`src/design/ethRxPkg.sv`:
```
package ethRxPkg;

    typedef logic [7:0]  ethByte;
    typedef logic [31:0] crcWord;
    typedef logic [15:0] frameLen;   // bytes, FCS included
    typedef logic [15:0] statCount;

    // one frame byte with its position flags
    typedef struct packed {
        logic   valid;
        logic   sof;
        logic   eof;
        ethByte data;
    } rxBeat;

    typedef struct packed {
        logic    done;    // one cycle at end of frame
        logic    crcOk;
        logic    runt;
        frameLen len;
    } frameStatus;

    typedef struct packed {
        statCount goodFrames;
        statCount crcErrFrames;
        statCount runtFrames;
        statCount preambleErrs;
    } ethStats;

    typedef enum logic [1:0] {
        hunt,
        frame,
        drop
    } stripState;

    localparam ethByte  PreambleByte = 8'h55;
    localparam ethByte  SfdByte      = 8'hD5;
    localparam crcWord  CrcInit      = 32'hFFFFFFFF;
    localparam frameLen MinFrameLen  = 16'd64;
    localparam crcWord  CrcPoly      = 32'h04C11DB7;   // 802.3 generator, normal form

    // byte-wise CRC-32 step, byte taken lsb first into a left-shifting register
    function automatic crcWord nextCrc32(ethByte data, crcWord crc);
        crcWord c;
        logic   fb;
        c = crc;
        for (int i = 0; i < 8; i++) begin
            fb = c[31] ^ data[i];
            c = {c[30:0], 1'b0};
            if (fb) begin
                c = c ^ CrcPoly;
            end
        end
        return c;
    endfunction

endpackage

```
`src/design/preambleStrip.sv`:
```
`timescale 1ns/1ps

module preambleStrip
    import ethRxPkg::*;
(
    input  logic   clk,
    input  logic   rstN,
    input  logic   rxValid,
    input  ethByte rxData,
    output rxBeat  strippedBeat,
    output logic   preambleErr
);

    stripState state;
    logic      seenPreamble;   // at least one 0x55 seen in this burst
    logic      holdValid;
    logic      holdSof;
    ethByte    holdByte;
    logic      outValid;
    logic      outSof;
    logic      outEof;
    ethByte    outData;
    logic      errQ;

    always_ff @(posedge clk) begin
        if (!rstN) begin
            state        <= hunt;
            seenPreamble <= 1'b0;
            holdValid    <= 1'b0;
            holdSof      <= 1'b0;
            outValid     <= 1'b0;
            outSof       <= 1'b0;
            outEof       <= 1'b0;
            errQ         <= 1'b0;
        end else begin
            outValid <= 1'b0;
            outSof   <= 1'b0;
            outEof   <= 1'b0;
            errQ     <= 1'b0;
            case (state)
                hunt: begin
                    if (rxValid) begin
                        if (rxData == PreambleByte) begin
                            seenPreamble <= 1'b1;
                        end else if (rxData == SfdByte && seenPreamble) begin
                            state        <= frame;
                            seenPreamble <= 1'b0;
                        end else begin
                            // SFD without preamble, or a stray byte
                            state        <= drop;
                            seenPreamble <= 1'b0;
                            errQ         <= 1'b1;
                        end
                    end else if (seenPreamble) begin
                        seenPreamble <= 1'b0;   // burst ended before any SFD
                        errQ         <= 1'b1;
                    end
                end
                frame: begin
                    if (rxValid) begin
                        holdValid <= 1'b1;
                        holdSof   <= !holdValid;   // first byte after SFD
                        if (holdValid) begin
                            outValid <= 1'b1;
                            outSof   <= holdSof;
                        end
                    end else begin
                        state     <= hunt;
                        holdValid <= 1'b0;
                        if (holdValid) begin
                            outValid <= 1'b1;
                            outSof   <= holdSof;
                            outEof   <= 1'b1;
                        end else begin
                            errQ <= 1'b1;   // nothing behind the SFD
                        end
                    end
                end
                drop: begin
                    if (!rxValid) begin
                        state <= hunt;
                    end
                end
                default: state <= hunt;
            endcase
        end
    end

    // byte path, one hold stage so eof can be decided
    always_ff @(posedge clk) begin
        if (state == frame) begin
            if (rxValid) begin
                holdByte <= rxData;
            end
            outData <= holdByte;
        end
    end

    assign strippedBeat = '{valid: outValid, sof: outSof, eof: outEof, data: outData};
    assign preambleErr  = errQ;

    // a frame never ends on an empty beat, and a new one cannot start right behind it
    assert property (@(posedge clk) disable iff (!rstN)
        strippedBeat.eof |-> strippedBeat.valid ##1 !strippedBeat.valid)
        else $error("eof without valid, or beat directly after eof");

endmodule

```
`src/design/ethCrcCheck.sv`:
```
`timescale 1ns/1ps

module ethCrcCheck
    import ethRxPkg::*;
(
    input  logic       clk,
    input  logic       rstN,
    input  rxBeat      strippedBeat,
    output rxBeat      rxOut,
    output frameStatus status
);

    logic    beatIn;
    logic    outValid;
    logic    outSof;
    logic    outEof;
    ethByte  outData;
    logic    frameOpen;      // between sof and eof
    logic    doneQ;
    crcWord  crcQ;           // running CRC of the current frame
    crcWord  crcBase;
    crcWord  crcHist [4];    // CRC before each of the last four bytes, [0] newest
    ethByte  lastBytes [4];  // [0] newest
    frameLen lenCnt;
    crcWord  rxFcs;
    crcWord  expFcs;
    logic    longEnough;
    logic    fcsMatch;

    assign beatIn  = strippedBeat.valid;
    assign crcBase = strippedBeat.sof ? CrcInit : crcQ;   // a new frame always starts clean

    always_ff @(posedge clk) begin
        if (!rstN) begin
            outValid  <= 1'b0;
            outSof    <= 1'b0;
            outEof    <= 1'b0;
            frameOpen <= 1'b0;
            doneQ     <= 1'b0;
            crcQ      <= CrcInit;
            lenCnt    <= '0;
        end else begin
            outValid <= beatIn;
            outSof   <= beatIn && strippedBeat.sof;
            outEof   <= beatIn && strippedBeat.eof;
            doneQ    <= beatIn && strippedBeat.eof && (frameOpen || strippedBeat.sof);
            if (beatIn) begin
                if (strippedBeat.eof) begin
                    crcQ <= CrcInit;   // ready for the next frame
                end else begin
                    crcQ <= nextCrc32(strippedBeat.data, crcBase);
                end

                if (strippedBeat.sof) begin
                    lenCnt <= frameLen'(1);
                end else if (lenCnt != '1) begin
                    lenCnt <= lenCnt + 1'b1;
                end

                if (strippedBeat.eof) begin
                    frameOpen <= 1'b0;
                end else if (strippedBeat.sof) begin
                    frameOpen <= 1'b1;
                end
            end
        end
    end

    // byte and history shift
    always_ff @(posedge clk) begin
        outData <= strippedBeat.data;
        if (beatIn) begin
            crcHist[0]   <= crcBase;
            lastBytes[0] <= strippedBeat.data;
            for (int i = 1; i < 4; i++) begin
                crcHist[i]   <= crcHist[i-1];
                lastBytes[i] <= lastBytes[i-1];
            end
        end
    end

    // once the eof byte is in, crcHist[3] covers everything before the FCS
    always_comb begin
        for (int i = 0; i < 32; i++) begin
            expFcs[i] = ~crcHist[3][31-i];
        end
    end

    // FCS arrives least significant byte first
    assign rxFcs      = {lastBytes[0], lastBytes[1], lastBytes[2], lastBytes[3]};
    assign fcsMatch   = (rxFcs == expFcs);
    assign longEnough = (lenCnt >= frameLen'(5));   // FCS plus at least one data byte

    assign rxOut = '{valid: outValid, sof: outSof, eof: outEof, data: outData};

    assign status = '{
        done:  doneQ,
        crcOk: doneQ && longEnough && fcsMatch,
        runt:  doneQ && (lenCnt < MinFrameLen),
        len:   lenCnt
    };

    // an eof only closes a frame that was opened by a sof
    assert property (@(posedge clk) disable iff (!rstN)
        status.done == (rxOut.valid && rxOut.eof))
        else $error("status.done out of step with rxOut eof");

    assert property (@(posedge clk) disable iff (!rstN)
        strippedBeat.valid && strippedBeat.sof |-> !frameOpen)
        else $error("sof arrived inside an open frame");

endmodule

```
`src/design/frameStats.sv`:
```
`timescale 1ns/1ps

module frameStats
    import ethRxPkg::*;
(
    input  logic       clk,
    input  logic       rstN,
    input  frameStatus status,
    input  logic       preambleErr,
    output ethStats    stats
);

    ethStats statsQ;
    logic    goodInc;
    logic    crcErrInc;
    logic    runtInc;

    // counters stick at all ones
    function automatic statCount satInc(statCount value);
        return (value == '1) ? value : value + 1'b1;
    endfunction

    // runt wins over the CRC result
    assign runtInc   = status.done && status.runt;
    assign goodInc   = status.done && !status.runt && status.crcOk;
    assign crcErrInc = status.done && !status.runt && !status.crcOk;

    always_ff @(posedge clk) begin
        if (!rstN) begin
            statsQ <= '0;
        end else begin
            if (goodInc) begin
                statsQ.goodFrames <= satInc(statsQ.goodFrames);
            end
            if (crcErrInc) begin
                statsQ.crcErrFrames <= satInc(statsQ.crcErrFrames);
            end
            if (runtInc) begin
                statsQ.runtFrames <= satInc(statsQ.runtFrames);
            end
            if (preambleErr) begin
                statsQ.preambleErrs <= satInc(statsQ.preambleErrs);
            end
        end
    end

    assign stats = statsQ;

endmodule

```
`src/design/ethRxTop.sv`:
```
`timescale 1ns/1ps

module ethRxTop
    import ethRxPkg::*;
(
    input  logic       clk,
    input  logic       rstN,
    input  logic       rxValid,
    input  ethByte     rxData,
    output rxBeat      rxOut,
    output frameStatus status,
    output ethStats    stats
);

    rxBeat strippedBeat;
    logic  preambleErr;   // one pulse per rejected burst

    // preamble and SFD removal, first/last byte tagging
    preambleStrip i_preambleStrip (
        .clk          (clk),
        .rstN         (rstN),
        .rxValid      (rxValid),
        .rxData       (rxData),
        .strippedBeat (strippedBeat),
        .preambleErr  (preambleErr)
    );

    // FCS check, one more register on the byte stream
    ethCrcCheck i_ethCrcCheck (
        .clk          (clk),
        .rstN         (rstN),
        .strippedBeat (strippedBeat),
        .rxOut        (rxOut),
        .status       (status)
    );

    frameStats i_frameStats (
        .clk          (clk),
        .rstN         (rstN),
        .status       (status),
        .preambleErr  (preambleErr),
        .stats        (stats)
    );

endmodule

```
`config.mk`:
```
export PLATFORM = sky130hd
export DESIGN_NAME = ethRxTop
export DESIGN_NICKNAME = d
export VERILOG_FILES = /design/src/design/ethRxPkg.sv /design/src/design/preambleStrip.sv /design/src/design/ethCrcCheck.sv /design/src/design/frameStats.sv /design/src/design/ethRxTop.sv
export SDC_FILE = /design/constraint.sdc
export NUM_CORES = 1
export LEC_CHECK = 0
export BUFFER_PORTS_ARGS = -buffer_cell sky130_fd_sc_hd__buf_2
export CAP_MARGIN = 25
export CORE_UTILIZATION = 50
export CTS_BUF_LIST = sky130_fd_sc_hd__clkbuf_8
export DETAILED_ROUTE_END_ITERATION = 7
export HOLD_SLACK_MARGIN = 0.12
export MAX_ROUTING_LAYER = met4
export PLACE_DENSITY = 0.69
export SYNTH_ARGS = -nofsm -noshare
export SYNTH_HDL_FRONTEND = slang
export SYNTH_SLANG_ARGS = --single-unit
```
`constraint.sdc`:
```
create_clock -name clk -period 6.5 [get_ports clk]
set_input_delay 0.325 -clock clk [delete_from_list [all_inputs] [get_ports clk]]
set_output_delay 0.325 -clock clk [all_outputs]
set_load 0.02 [all_outputs]
```
# After elaboration in Yosys (flattened, before gate mapping)
# Memories as Yosys holds them, arrays and structs flattened.
# Index checks and enable logic that the tools add are counted.
op_classes:
  n_addsub: 5
  multipliers: 0
  n_div: 0
  magnitude_cmp: 2
  n_eq_ne: 13
  shift: 0
  mux: 53
  bitwise: 54
  n_reduce_logical: 30
ops:
  columns: ["operator", "n"]
  rows:
  - ["two-way mux 32 bit", 23]
  - ["two-way mux 27 bit", 8]
  - ["inverter 14 bit", 8]
  - ["adder 16 x 1 -> 16 bit (second input constant)", 5]
  - ["equality test 16 bit (second input constant)", 4]
  - ["inverter 1 bit", 38]
  - ["equality test 32 bit", 1]
  - ["two-way mux 16 bit", 2]
  - [">= comparator 16 x 3 -> 1 bit (second input constant)", 1]
  - ["< comparator 16 x 7 -> 1 bit (second input constant)", 1]
  - ["!= test 16 bit (second input constant)", 1]
  - ["AND reduction 2 bit", 8]
  - ["two-way mux 1 bit", 14]
  - ["logical AND 1 bit", 11]
  - ["equality test 8 x 7 -> 1 bit (second input constant)", 1]
  - ["equality test 8 bit (second input constant)", 1]
  - ["two-way mux 2 bit", 4]
  - ["XOR 1 bit", 8]
  - ["!= test 2 bit (second input constant)", 3]
  - ["AND reduction 3 bit", 2]
  - ["one-hot mux 2 bit (2 select lines)", 1]
  - ["nonzero test 2 bit", 2]
  - ["zero test 1 bit", 3]
  - ["OR reduction 3 bit", 1]
  - ["6 further kinds", 6]
totals:
  regBits: 150
  latchBits: 0
  ram_bits: 160
  mem_bits_ro: 0
  input_bits: 11
  out_inout_bits: 94
  word_cells: 181
  memories: 2
mem_list:
  columns: ["memory", "words", "word_bits", "rd", "rd_ports_with_merged_regs", "wr", "line_no", "rtl"]
  rows:
  - ["i_ethCrcCheck.crcHist", 4, 32, 4, 0, 4, "ethCrcCheck.sv:22", "crcWord crcHist [4];"]
  - ["i_ethCrcCheck.lastBytes", 4, 8, 4, 0, 4, "ethCrcCheck.sv:23", "ethByte lastBytes [4];"]

# Depth between registers and ports, before layout
logic_depth:
  word_depth: 39
  ltp_mapped: 11
  ltp_nobuf: 8

# By module
# A second synthesis with hierarchy kept.
hier_totals:
  hier_cells: 1041
  area_unflattened_um2: 12877.4
modules_own_cells:
  columns: ["mod", "instances", "cells_each", "area_each_um2", "seq_area_each_um2"]
  rows:
  - ["ethCrcCheck", 1, 581, 8610.8, 6025.8]
  - ["frameStats", 1, 394, 3305.7, 1281.2]
  - ["preambleStrip", 1, 66, 960.9, 660.6]

# Least setup slack after synthesis
# No wires, ideal clock.
synth_timing:
  path_type: "register to register"
  startpoint: "reg i_preambleStrip.outValid"
  endpoint: "reg i_ethCrcCheck.lenCnt[13]"
  setup_time_ns: 0.128
  arrival_time_ns: 5.142
  required_ns: 6.372
  path_slack_ns: 1.230
  path_stages_with_launch: 6
  n_path_buf: 0
  path_cell_list: "dfxtp_1 nand3_1 a211oi_1 nor2b_1 xnor2_1 nor2_1"
synth_between:
  elab_chain_len: 1
synth_lines:
  columns: ["element", "line_no", "rtl"]
  rows:
  - ["start, declared", "preambleStrip.sv:19", "logic outValid;"]
  - ["start signal, assigned", "preambleStrip.sv:31", "outValid <= 1'b0;"]
  - ["start signal, assigned", "preambleStrip.sv:36", "outValid <= 1'b0;"]
  - ["start signal, assigned", "preambleStrip.sv:64", "outValid <= 1'b1;"]
  - ["AND reduction 2 bit (no line)", null, null]
  - ["end signal, assigned", "ethCrcCheck.sv:55", "lenCnt <= frameLen'(1);"]
  - ["end signal, assigned", "ethCrcCheck.sv:57", "lenCnt <= lenCnt + 1'b1;"]
  - ["end, declared", "ethCrcCheck.sv:24", "frameLen lenCnt;"]
# Every way passes these cells.
# A chain may end at the register's enable or synchronous reset.

==> run summary <==
Outcome: completed
Clock Latency Late Sink: 0.56 ns
GRT met2 Usage: 28.2%
DR vias: 7,746
Synth Area in Adders: 0.905%
Top FF cell, synth: edfxtp_1
Fin Setup TNS: 0 ns
H-tree lvl count: 2
Routability cong.: 0.825
CP startpoint kind: flop
Number of enable flip-flop cells after synthesis: 176
DRT Pass-1 Iters: 5
Initial Utilization: 51.0%
Yosys warning count: 0
Area of the die: 0.0255 sq mm
Synth area leaders: edfxtp_1 42%, dfxtp_1 22%, xor2_1 4.6%
Site Rows: 57
Vias in the first global route: 7,306
First-pass GRT wire length: 37,300 microns
Max cap viols: 0
TritonCTS clock tree: built
WL/cell: 15.5 microns
Compound-gate portion of the synthesized area: 5.88%
Slew HR: 35.1%
GR peak layer: met2
Synth area leader: edfxtp_1
Slew Viols, Final: 0
Gr usage total: 18.8%
Net Count, Synth: 1,021
Std-Cell Core Area: 0.0244 sq mm
Worst Skew: 0.0138 ns
Port Buf Inserts: 104
Final core utilization: 58.5%
Proportion of layout cells with a drive suffix above 1: 18.1%
Tcrit/Tclk final: 44.5%
Post-CTS Resized: 0
Initial antenna violation count: 0
Met1 Use GR: 25.9%
Tmin final: 2.89 ns
Synth unique cells: 57
Hpwl dp: 14,900 microns
Sequential element share of the synthesized area: 64.1%
Synth Register Bits: 310
Postcts setup bufs: 0
Final setup viols: 0
Commonest non-fill, non-tap cells in the layout: 176 x edfxtp_1, 133 x dfxtp_1, 104 x buf_2, 78 x nor2_1, 72 x nand2_1
Post-synthesis cell count: 1,001
N_diodes: 0
Initial DRC count: 542
Worst setup EP type: output pin
Nets: 1,153
Die Span Y: 160 microns
WP data arrival: 2.57 ns
Setup repair after global routing missed its margin: no
I/O pin cnt: 105
GR Layer Usage met3: 3.51%
Pwr dens: 254 mW/mm^2
Synthesized area: 0.0124 sq mm
Worst hold margin: 0.273 ns
DRC violations left: 0
CTS clk-pin slew, worst paths: 0.06 ns
Synth top area share: 42.5%
Mean number of vias per cell: 5.18
CTS Hold Buffers Added: 9
Mux contribution to synthesized area: 0.644%
Commonest non-fill, non-tap cell in the layout: edfxtp_1
Dominant combinational cell family by area after synthesis: simple AND/OR/NAND/NOR gates
Xor-xnor portion of the synthesized cell area: 12.2%
Clk buf depth: 3
Fmax: 345 MHz
Crit Path Max Fanout: 5
Average size of a mapped cell: 12.4 sq um
Total power: 3.62 mW
Final WL: 23,100 microns
Die width: 160 microns
Worst setup path class: reg -> out
Total gr overflow: 0
Clock root buffer: clkbuf_8
Fraction of registers with async set/reset: 0%
Lkg Pwr: 5.26 nW
Largest net degree at the start of global routing: 81
Worst VDD drop: 0.168 mV
Post-DRT Antenna Nets: 0
Worst Tran Pin Value: 0.974 ns
CTS buffer count: 48
Synthesis-to-layout area growth: 14.7%
Final count of hold timing violations: 0
Required @ worst endpoint: 6.17 ns
Hold Path Class: in -> reg
Post-synthesis simple-gate area fraction: 14.2%
Clock sink count: 310
==> layer usage <==
layer	share of wire (%)	up-vias
met5	0	-
met4	1.2	0
met3	4.7	28
met2	46	189
met1	48	3674
li1	-	3855
==> where the power goes <==
group          internal [mW]  switching (mW)  leakage (nW)
logic                 0.0122          0.0254          2.02
registers               2.05         0.00149          2.70
clock network          0.807           0.725         0.532
==> final timing paths <==
kind | from | end | slack (ns) | cells after the start
worst max-delay path | i_ethCrcCheck.lenCnt[0] | status[17] | 3.61 | 7
worst min-delay path | rstN | i_ethCrcCheck.crcQ[19] | 0.27 | 2
worst max register to register | i_ethCrcCheck.lenCnt[0] | i_frameStats.stats[57] | 3.64 | 8
worst min register to register | i_ethCrcCheck.crcHist[2][13] | i_ethCrcCheck.crcHist[3][13] | 0.41 | 0
==> cell type report <==
cell class                      instances  area (sq um)
Clock inverter                         36           213
Fill cell                            2038         10100
Inverter                               24          90.1
Tap cell                              324           405
Sequential cell                       310          7970
Timing Repair Buffer                  121           671
Multi-Input combinational cell        628          4210
Clock buffer                           51           702
==> worst max-delay path, cell delays in order (launching register included) <==
cell and delay (ns):
dfxtp_1 0.40, inv_1 0.10, ha_1 0.21, inv_1 0.04
o21ai_0 0.09, a311o_1 0.39, nor3_1 0.51, buf_2 0.27
==> state kept, by name (all words and copies together) (netlist names), 2 cells and up <==
name	flops
i_ethCrcCheck.crcHist	128
i_ethCrcCheck.crcQ	32
i_ethCrcCheck.lastBytes	32
i_ethCrcCheck.lenCnt	16
i_ethCrcCheck.outData	8
i_frameStats.stats	64
i_preambleStrip.holdByte	8
i_preambleStrip.outData	8
i_preambleStrip.state	2
==> per-stage QoR <==
stage / setup slack [ns] / cell area, sq um / cells
finish: 3.61 / 14300 / 1494
global route: 3.42 / 14300 / 1494
CTS: 3.58 / 14300 / 1494
detailed placement: 3.65 / 13300 / 1398
global placement: 3.69 / 13300 / 1397
floorplan: 1.23 / 12400 / 1001
==> synthesized netlist by cell type (all sizes together), types with 15 or more instances <==
cell type	n
edfxtp	176
dfxtp	134
nor2	78
nand2	72
xor2	67
xnor2	60
a21oi	44
o21ai	39
or2	29
or3	29
nand4	27
clkbuf	26
inv	24
nand3	24
and3	19
nor3	16
xnor3	15
==> cells by family (layout without fill, tap and decap cells) <==
family | Yosys count | count (layout)
AOI/OAI and AO/OA | 125 | 125
and+or+nand+nor | 342 | 342
xor gates and xnor gates | 144 | 144
adders and majority gates | 9 | 9
DFF | 310 | 310
muxes | 8 | 8
buffers and inverters | 63 | 232
No activity file was read; power rests on OpenSTA's default activity.
